$ cat src/rtl/act_buf_macros.svh
`ifndef ACT_BUF_MACROS_SVH
`define ACT_BUF_MACROS_SVH

// Depth of the activation SRAM in words.
`define ACT_SRAM_WORDS 64

// Width of one pixel, which is also the width of one lane.
`define ACT_LANE_BITS 8

// Pixels packed into one SRAM word.
`define ACT_LANES 16

`endif
$ cat src/rtl/act_buf_pkg.sv
`default_nettype none

`include "act_buf_macros.svh"

package act_buf_pkg;

    // One unsigned pixel lane.
    typedef logic [`ACT_LANE_BITS-1:0] lane_t;

    // An SRAM word seen either as one flat vector or as its lanes.
    // Lane 0 sits in the low bits and holds the first pixel of the word.
    typedef union packed {
        logic [`ACT_LANES*`ACT_LANE_BITS-1:0] flat;
        lane_t [`ACT_LANES-1:0]               lanes;
    } act_word_u;

endpackage

`default_nettype wire

$ cat src/rtl/pixel_packer.sv
`timescale 1ns/100ps
`default_nettype none

`include "act_buf_macros.svh"

module pixel_packer (
    input  logic                                clk,
    input  logic                                arst_n,
    input  logic                                pixel_valid,
    input  logic                                pixel_last,
    input  act_buf_pkg::lane_t                  pixel,
    output logic                                write_en,
    output logic [$clog2(`ACT_SRAM_WORDS)-1:0]  addr_w,
    output act_buf_pkg::act_word_u              data_in,
    output logic                                frame_done,
    output logic [$clog2(`ACT_SRAM_WORDS):0]    frame_words
);

    localparam int IDX_BITS = $clog2(`ACT_LANES);
    localparam logic [IDX_BITS-1:0] LAST_LANE = IDX_BITS'(`ACT_LANES - 1);

    logic [IDX_BITS-1:0]     lane_idx;
    logic                    flush;
    logic                    last_q;
    act_buf_pkg::act_word_u  word_nxt;

    // Word is complete when its top lane fills or the frame ends.
    assign flush = pixel_valid && (pixel_last || lane_idx == LAST_LANE);

    // A flushed word is cleared so a short last word reads as zero padded.
    always_comb begin
        word_nxt = write_en ? '0 : data_in;
        if (pixel_valid) begin
            word_nxt.lanes[lane_idx] = pixel;
        end
    end

    always_ff @(posedge clk or negedge arst_n) begin
        if (!arst_n) begin
            data_in  <= '0;
            lane_idx <= '0;
            write_en <= 1'b0;
            last_q   <= 1'b0;
        end else begin
            data_in  <= word_nxt;
            write_en <= flush;
            last_q   <= pixel_valid && pixel_last;
            if (pixel_valid) begin
                lane_idx <= flush ? '0 : lane_idx + 1'b1;
            end
        end
    end

    // The write address doubles as the word count of the frame.
    always_ff @(posedge clk or negedge arst_n) begin
        if (!arst_n) begin
            addr_w      <= '0;
            frame_done  <= 1'b0;
            frame_words <= '0;
        end else begin
            frame_done <= write_en && last_q;
            if (write_en) begin
                if (last_q) begin
                    frame_words <= {1'b0, addr_w} + 1'b1;
                    addr_w      <= '0; // Next frame starts at word 0.
                end else begin
                    addr_w <= addr_w + 1'b1;
                end
            end
        end
    end

endmodule

`default_nettype wire

$ cat config.mk
export PLATFORM = sky130hd
export DESIGN_NAME = pixel_packer
export DESIGN_NICKNAME = d
export VERILOG_FILES = /design/src/rtl/act_buf_pkg.sv /design/src/rtl/pixel_packer.sv
export VERILOG_INCLUDE_DIRS = /design/src /design/src/rtl
export SDC_FILE = /design/constraint.sdc
export NUM_CORES = 1
export LEC_CHECK = 0
export BUFFER_PORTS_ARGS = -buffer_cell sky130_fd_sc_hd__buf_4
export CAP_MARGIN = 10
export CORE_ASPECT_RATIO = 0.5
export CORE_UTILIZATION = 45
export CTS_CLUSTER_DIAMETER = 40
export DETAILED_ROUTE_END_ITERATION = 8
export PLACE_DENSITY = 0.69
export SYNTH_ARGS = -nofsm -noshare
export SYNTH_HDL_FRONTEND = slang
export SYNTH_SLANG_ARGS = --single-unit
$ cat constraint.sdc
create_clock -name clk -period 1.5 [get_ports clk]
set_input_delay 0.075 -clock clk [delete_from_list [all_inputs] [get_ports clk]]
set_output_delay 0.075 -clock clk [all_outputs]
set_load 0.01 [all_outputs]
==> results.py <==
metrics = {
    "power": {
        "power_mw": 11.2,
        "p_per_area_nw_per_um2": 1340,
        "max-vdd-ir-drop_v": 0.000813,
        "leakage_nw": 3.96,
    },
    "layout": {
        "nets": 843,
        "drive_gt1_share_pct": 27.8,
        "antenna_cells": 0,
        "seqCellArea_um2": 3710,
        "multiInputGateArea_um2": 2210,
        "fin_util_pct": 61.3,
        "n_fill_cell": 1154,
        "area_growth_pct": 32.0,
    },
    "global_route": {
        "grt_pass1_wl_mm": 26.4,
        "grt_usage_pct": 23.9,
        "grt_pass1_vias": 4852,
        "grt_antenna_before_repair": 0,
        "grt_start_max_net_pins": 51,
        "grt_overflow": 0,
    },
    "worst_setup_path": {
        "cp_slowest_stage_delay_ns": 0.44,
        "slowest_stage": "dfrtp_2",
        "worstSetupPathType": "reg -> reg",
        "crit_chain": "inv_2, ha_2, and4_1, buf_12, nand2_1, o21ai_0",
        "end_kind": "register",
        "worstPathArrival_ns": 1.74,
        "cp_max_fo": 16,
        "critPathLaunchType": "register",
        "required_ns": 1.82,
        "rr_worst_depth": 6,
    },
    "timing": {
        "setup_viol": 0,
        "fin_setup_tns_ns": 0,
        "relSlewSlack_pct": 66.3,
        "fin_hold_ws_ns": 0.0317,
        "worst_pin_slew_ns": 0.505,
        "min_period_ns": 1.43,
        "fmax_mhz": 701,
        "hold_viol": 0,
        "finalCritPeriodShare_pct": 95.1,
        "fin_skew_ns": 0.0106,
        "drv_slew": 0,
        "rsz0062_at_grt": "no",
    },
    "floorplanning": {
        "initial_utilization_pct": 46.4,
        "fp-row-count": 30,
        "die_height_um": 85.9,
        "top_level_ports": 155,
        "die_w_um": 170,
        "die_area_um2": 14600,
        "core_um2": 13700,
    },
    "placed_design": {
        "io_buffers": 154,
        "hpwl_mm": 10.7,
        "place_congestion": 0.843,
    },
    "worst_hold_path": {
        "hp-class": "in -> reg",
        "min_delay_path_depth": 3,
    },
    "route": {
        "viasPerCell": 5.02,
        "routed_wl_mm": 16.9,
        "num_vias": 5168,
        "drt_iter0_markers": 294,
        "ant_nets": 0,
        "drcViolationCount": 0,
        "drt-pass1-iter-count": 5,
        "wl_per_cell_um": 16.4,
    },
    "logic_synthesis": {
        "synth_area_leader_cell": "dfrtp_1",
        "synthesis.nets": 705,
        "synth_top_area_share_pct": 58.4,
        "syn_area_per_cell_um2": 9.23,
        "synthArstFlopShare_pct": 100,
        "yosysUniqueCellTypes": 34,
        "syn_inst": 687,
        "synthTopCellsByCount": "nand2_1 (267), dfrtp_1 (148), o21ai_0 (116), buf_2 (31), o21ai_1 (25)",
        "synth_ff_type": "dfrtp_1",
        "syn_area_um2": 6340,
        "netlist_top_cells_area": "dfrtp_1 (58%), nand2_1 (16%), o21ai_0 (9.2%)",
        "synth_warnings": 0,
        "ys_ff_latch": 148,
        "seq_area_frac_synth_pct": 58.4,
        "synth_most_common_cell": "nand2_1",
        "synth_edf_count": 0,
    },
    "clocking": {
        "cts_sinks": 148,
        "cts_buffer_depth": 2,
        "path_clk_slew_ns": 0.06,
        "cts_max_level": 4,
        "ctsRootBufferMaster": "clkbuf_16",
        "cts_tree": "built",
        "clk-insertion-delay-late_ns": 0.42,
        "numCtsBuffers": 17,
    },
    "job": {
        "maxCapViolCount": 0,
    },
    "run_status": {
        "status": "complete, no violations",
    },
}
[path summary, 6_finish.rpt]
kind,end,slack [ns],from
max in group asynchronous,data_in[55],0.75,arst_n
setup / recovery,data_in[117],0.07,lane_idx[0]
setup reg to reg,data_in[117],0.07,lane_idx[0]
hold / removal,data_in[14],0.03,pixel[6]
hold reg to reg,frame_words[4],0.48,frame_words[4]
min in group asynchronous,data_in[77],0.18,arst_n
[power by group]
group	leakage, nW	switching (mW)	internal [mW]
clock	0.277	1.74	2.52
sequential	2.02	0.374	4.45
combinational	1.67	1.08	1.01
total	3.96	3.20	7.98
[layout make-up]
cell class / instances / share of cell area (%)
sequential: 148 / 44.3
multi-input combinational: 464 / 26.4
timing repair buffer: 186 / 19.0
clock buffer: 19 / 5.29
tap: 192 / 2.87
clock inverter: 13 / 1.76
inverter: 8 / 0.374
[registers in the layout, indices dropped and copies added (netlist names)]
name         cells
frame_done       1
data_in        128
addr_w           6
frame_words      7
last_q           1
write_en         1
lane_idx         4
[metrics by stage]
stage                     cell area (um2)  cells  worst slack [ns]
after global routing                 8370   1030          0.000696
after floorplan                      6340    687             0.107
after global placement               7740    995             0.110
after detailed placement             7740    995            0.0678
final                                8370   1030            0.0735
after CTS                            8350   1029           0.00176
[critical path, delay by kind of cell, from the launching register on]
kind                       cells  cell delay [ns]
DFF                            1             0.44
adders and majority gates      1             0.22
buffers and inverters          2             0.24
AOI/OAI and AO/OA              1             0.11
and+or+nand+nor                2             0.32
[what timing repair did]
action	in CTS	in global routing
resized for setup	0	9
setup buffers	0	1
hold endpoints to repair	48	0
endpoints found under the setup margin	0	55
hold buffers	2	0
[kinds of logic after synthesis]
group,count (synthesis),share of synthesized area [%]
mux,3,0.513
buf+inv,75,6.89
compound gates,153,12.4
flops,148,58.4
fa+ha+maj,6,1.18
xor+xnor,3,0.414
simple gates,299,20.2
[metal layers]
layer | GRT usage, % | wire (um) | up-vias
met5 | 0 | 0 | -
met4 | 6.96 | 223 | 0
met3 | 6.41 | 1150 | 19
met2 | 36.4 | 7560 | 165
met1 | 33.7 | 7910 | 2472
li1 | - | - | 2512
[cell usage in the layout, fill, tap and decap left out, drive strengths merged, types with 4 or more instances in the layout]
cell	instances
clkinvlp	4
o21ai	141
clkinv	4
dfrtp	148
inv	11
a31oi	4
nand3	6
and4b	8
and4	4
and4bb	4
ha	6
buf	184
nand2	267
clkbuf	19
No activity file was read; power rests on OpenSTA's default activity.
