<file path="config.mk">
export PLATFORM = sky130hd
export DESIGN_NAME = word_pooler
export DESIGN_NICKNAME = d
export VERILOG_FILES = /design/src/rtl/act_buf_pkg.sv /design/src/rtl/word_pooler.sv
export VERILOG_INCLUDE_DIRS = /design/src /design/src/rtl
export SDC_FILE = /design/constraint.sdc
export NUM_CORES = 1
export LEC_CHECK = 0
export ABC_AREA = 1
export BUFFER_PORTS_ARGS = -buffer_cell sky130_fd_sc_hd__buf_4
export CORE_ASPECT_RATIO = 1.25
export CORE_MARGIN = 4
export CORE_UTILIZATION = 50
export CTS_CLUSTER_SIZE = 40
export DETAILED_ROUTE_END_ITERATION = 8
export PLACE_DENSITY_LB_ADDON = 0.25
export SLEW_MARGIN = 0
export SYNTH_ARGS = -nofsm -noshare
export SYNTH_HDL_FRONTEND = slang
export SYNTH_SLANG_ARGS = --single-unit
</file>
<file path="constraint.sdc">
create_clock -name clk -period 3.83 [get_ports clk]
set_clock_uncertainty 0.05 [all_clocks]
set_input_delay 0.383 -clock clk [delete_from_list [all_inputs] [get_ports clk]]
set_output_delay 0.383 -clock clk [all_outputs]
set_load 0.01 [all_outputs]
</file>
<file path="src/rtl/act_buf_macros.svh">
`ifndef ACT_BUF_MACROS_SVH
`define ACT_BUF_MACROS_SVH

// Depth of the activation SRAM in words.
`define ACT_SRAM_WORDS 64

// Width of one pixel, which is also the width of one lane.
`define ACT_LANE_BITS 8

// Pixels packed into one SRAM word.
`define ACT_LANES 16

`endif
</file>
<file path="src/rtl/act_buf_pkg.sv">
`default_nettype none

`include "act_buf_macros.svh"

package act_buf_pkg;

    // One unsigned pixel lane.
    typedef logic [`ACT_LANE_BITS-1:0] lane_t;

    // An SRAM word seen either as one flat vector or as its lanes.
    // Lane 0 sits in the low bits and holds the first pixel of the word.
    typedef union packed {
        logic [`ACT_LANES*`ACT_LANE_BITS-1:0] flat;
        lane_t [`ACT_LANES-1:0]               lanes;
    } act_word_u;

endpackage

`default_nettype wire

</file>
<file path="src/rtl/word_pooler.sv">
`timescale 1ns/100ps
`default_nettype none

`include "act_buf_macros.svh"

module word_pooler (
    input  logic                                          clk,
    input  logic                                          arst_n,
    input  logic                                          frame_done,
    input  logic [$clog2(`ACT_SRAM_WORDS):0]              frame_words,
    input  act_buf_pkg::act_word_u                        data_out,
    output logic                                          read_en,
    output logic [$clog2(`ACT_SRAM_WORDS)-1:0]            addr_r,
    output logic                                          pool_valid,
    output logic [$clog2(`ACT_LANES)+`ACT_LANE_BITS-1:0]  pool_sum,
    output act_buf_pkg::lane_t                            pool_max,
    output logic [`ACT_LANES*`ACT_LANE_BITS-1:0]          pool_word,
    output logic                                          done,
    output logic                                          busy_read
);

    localparam int SUM_BITS = $clog2(`ACT_LANES) + `ACT_LANE_BITS;

    logic [$clog2(`ACT_SRAM_WORDS):0]  rd_left;
    logic                              data_valid;
    logic [SUM_BITS-1:0]               lane_sum;
    act_buf_pkg::lane_t                lane_max;

    // Read sequencer. One read per cycle from word 0 up.
    always_ff @(posedge clk or negedge arst_n) begin
        if (!arst_n) begin
            read_en <= 1'b0;
            addr_r  <= '0;
            rd_left <= '0;
        end else if (frame_done) begin
            read_en <= 1'b1;
            addr_r  <= '0;
            rd_left <= frame_words - 1'b1; // Reads left after this one.
        end else if (read_en) begin
            addr_r <= addr_r + 1'b1;
            if (rd_left == '0) begin
                read_en <= 1'b0;
            end else begin
                rd_left <= rd_left - 1'b1;
            end
        end
    end

    // Stage one is the RAM latency, stage two the result register.
    always_ff @(posedge clk or negedge arst_n) begin
        if (!arst_n) begin
            data_valid <= 1'b0;
            pool_valid <= 1'b0;
            done       <= 1'b0;
        end else begin
            data_valid <= read_en;
            pool_valid <= data_valid;
            done       <= pool_valid && !data_valid; // Last result just went out.
        end
    end

    // Sum cannot overflow 12 bits for 16 lanes of 8 bits.
    always_comb begin
        lane_sum = '0;
        lane_max = '0;
        for (int i = 0; i < `ACT_LANES; i++) begin
            lane_sum = lane_sum + data_out.lanes[i];
            if (data_out.lanes[i] > lane_max) begin
                lane_max = data_out.lanes[i];
            end
        end
    end

    always_ff @(posedge clk) begin
        if (data_valid) begin
            pool_sum  <= lane_sum;
            pool_max  <= lane_max;
            pool_word <= data_out.flat;
        end
    end

    assign busy_read = read_en | data_valid | pool_valid | done;

endmodule

`default_nettype wire

</file>
==> flow_metrics.tcl <==
set metrics [dict create \
    dieWidth_um 151 \
    syn_avg_cell_area_um2 9.51 \
    chipHeight_um 187 \
    fill_cells 1197 \
    clock_latency_ns 0.44 \
    dp.cells 2274 \
    fmax_mhz 54.3 \
    grt_max_degree 66 \
    fp-row-count 65 \
    hold_violations 0 \
    cp.required_ns 3.99 \
    multi_input_area_mm2 0.00947 \
    syn_inst 1347 \
    yosys_most_used_dff "edfxtp_1" \
    routedWlPerCell_um 23.0 \
    drive_gt1_share_pct 55.4 \
    cts_sinks 165 \
    drt_iter0_drc 1201 \
    hold_path.class "primary input to flop" \
    cts_buffer_depth 2 \
    syn-num-nets 1714 \
    grt_pass1_wl_mm 68.8 \
    status "finished with violations" \
    place.gp.congestion 0.934 \
    cts_inserted_buffers 17 \
    drc 0 \
    final_common_cell "buf_4" \
    maxCapViolations 0 \
    clkTransAtPathRegs_ns 0.07 \
    crit_fanout 8 \
    track_usage_pct 31.2 \
    worst_slack_ns -14.58 \
    layout.cells.non_filler 2401 \
    tightestPinTransition_ns 0.789 \
    vias_per_cell 5.75 \
    num_io_pins 296 \
    grt_pass1_vias 13600 \
    dp_hpwl_mm 32.4 \
    dieArea_mm2 0.0283 \
    dr_total_vias 13800 \
    drv_slew 0 \
    seq_area_frac_synth_pct 38.0 \
    failed_checks "negative setup slack" \
    synth.distinct_cells 37 \
    synth_edf_count 148 \
    start_util_pct 50.8 \
    cpMaxStageDelayCell "a211oi_2" \
    crit_arrival_ns 18.57 \
    fin_nets 2419 \
    drtAntennaViolNets 0 \
    seqCellArea_mm2 0.00487 \
    grt_overflow_total 0 \
    async_flop_share_pct 10.3 \
    crit_type "primary input to flop" \
    layout_common_cells "buf_4 (654), nand2_1 (205), inv_1 (199), edfxtp_1 (148), fa_1 (105)" \
    yosys_warnings 0 \
    fp.coreArea_mm2 0.0252 \
    io_buffers 295 \
    startpoint_type "primary input" \
    layout_min_cycle_time_ns 18.41 \
    worstSetupEndpointType "flop" \
    antenna_found_initial 1 \
    relSlewSlack_pct 47.4 \
    synth_area_mm2 0.0128 \
    htreeDepth 4 \
    setup_tns_ns -125.77 \
    setup_viol 18 \
    rsz0062_at_grt "true" \
    cts_tree "yes" \
    synth-seq-cells 165 \
    firstDrtPassIters 9 \
    root_buffer "clkbuf_16" \
    cpPeakStageDelay_ns 0.38 \
    area_growth_pct 68.5 \
    cp_common_cell "nand2_1" \
    finalCritPeriodShare_pct 481 \
    finalWirelength_mm 55.2 \
]
[repair_timing]
action,in CTS,in global routing
hold buffers,1,0
gates cloned,14,0
pin swaps,172,154
hold endpoints to repair,17,0
gates resized for setup,220,308
endpoints found under the setup margin,18,18
setup buffers,57,24
[critical path, delay by kind of cell]
family / cells / cell delay [ns]
buffers and inverters: 19 / 2.06
AO/OA/AOI/OAI: 26 / 3.84
adder cells (fa/ha/maj): 14 / 3.57
AND/OR/NAND/NOR: 81 / 8.64
[registers in the layout, summed over array words and instances, names as in the netlist]
name	cells
read_en	1
addr_r	6
pool_max	8
data_valid	1
pool_valid	1
pool_word	128
done	1
rd_left	7
pool_sum	12
[final timing paths]
| check | from | to | slack [ns] | cells after the start |
|---|---|---|---|---|
| min in group asynchronous | arst_n | addr_r[5] | 0.29 | 2 |
| max in group asynchronous | arst_n | data_valid | 3.24 | 2 |
| worst min register to register | rd_left[0] | rd_left[0] | 0.46 | 2 |
| worst max register to register | data_valid | pool_word[67] | 1.96 | 1 |
| worst min-delay path | data_out[50] | pool_word[50] | 0.07 | 1 |
| worst max-delay path | data_out[7] | pool_max[5] | -14.58 | 140 |
[cell type report]
type | count | share of cell area, %
Sequential cell | 165 | 22.6
Clock inverter | 15 | 0.597
Multi-Input combinational cell | 946 | 43.9
Inverter | 233 | 4.24
Clock buffer | 17 | 1.97
Antenna cell | 1 | 0.0116
Tap cell | 335 | 1.94
Timing Repair Buffer | 689 | 24.8
[routing by layer]
metal,share of wire [%],track usage [%]
met4,9.5,16.5
met1,31,34.4
met2,49,56.0
met5,0,0
met3,9.6,5.82
[through the flow]
step | cell area [µm²] | setup WS (ns) | util [%] | hold WS [ns]
5_1_grt | 21600 | -15.19 | 85.6 | 0.0589
4_1_cts | 19900 | -12.27 | 78.9 | 0.0657
6_report | 21600 | -14.58 | 85.6 | 0.0706
2_1_floorplan | 13100 | -12.57 | - | 0.0374
3_3_place_gp | 18000 | -13.34 | 71.3 | 0.209
3_5_place_dp | 18000 | -13.67 | 71.3 | 0.208
[cells in the mapped netlist (2+ instances only)]
master / number / area share [%]
a211oi_1: 11 / 0.64
a21o_1: 2 / 0.12
a21oi_1: 33 / 1.3
buf_2: 4 / 0.16
buf_4: 7 / 0.41
clkbuf_1: 6 / 0.18
dfrtp_1: 17 / 3.3
edfxtp_1: 148 / 35
fa_1: 108 / 17
ha_1: 121 / 12
inv_1: 220 / 6.4
inv_2: 13 / 0.38
mux2i_1: 3 / 0.23
nand2_1: 318 / 9.3
nand2_2: 28 / 1.4
nand2_4: 2 / 0.18
nand3_1: 82 / 3.2
nand3b_1: 15 / 0.88
nand4_1: 8 / 0.39
nor2_1: 65 / 1.9
nor3_1: 2 / 0.078
o21a_1: 2 / 0.12
o21ai_0: 95 / 3.7
o21bai_1: 13 / 0.76
or2_2: 3 / 0.15
xnor2_1: 3 / 0.21
xor2_1: 8 / 0.55
[cell families (layout without fill, tap and decap cells)]
kind of cell	Yosys count	count (layout)	synth area share [%]
buf+inv	250	954	7.57
simple gates	529	543	17.9
fa+ha+maj	229	229	28.7
compound gates	160	160	6.85
xor+xnor	11	11	0.752
other cells	0	1	0
mux	3	3	0.234
flops	165	165	38.0
Power is not shown: default switching activity piles up to over one toggle a cycle in this logic, so the estimate is an artifact.
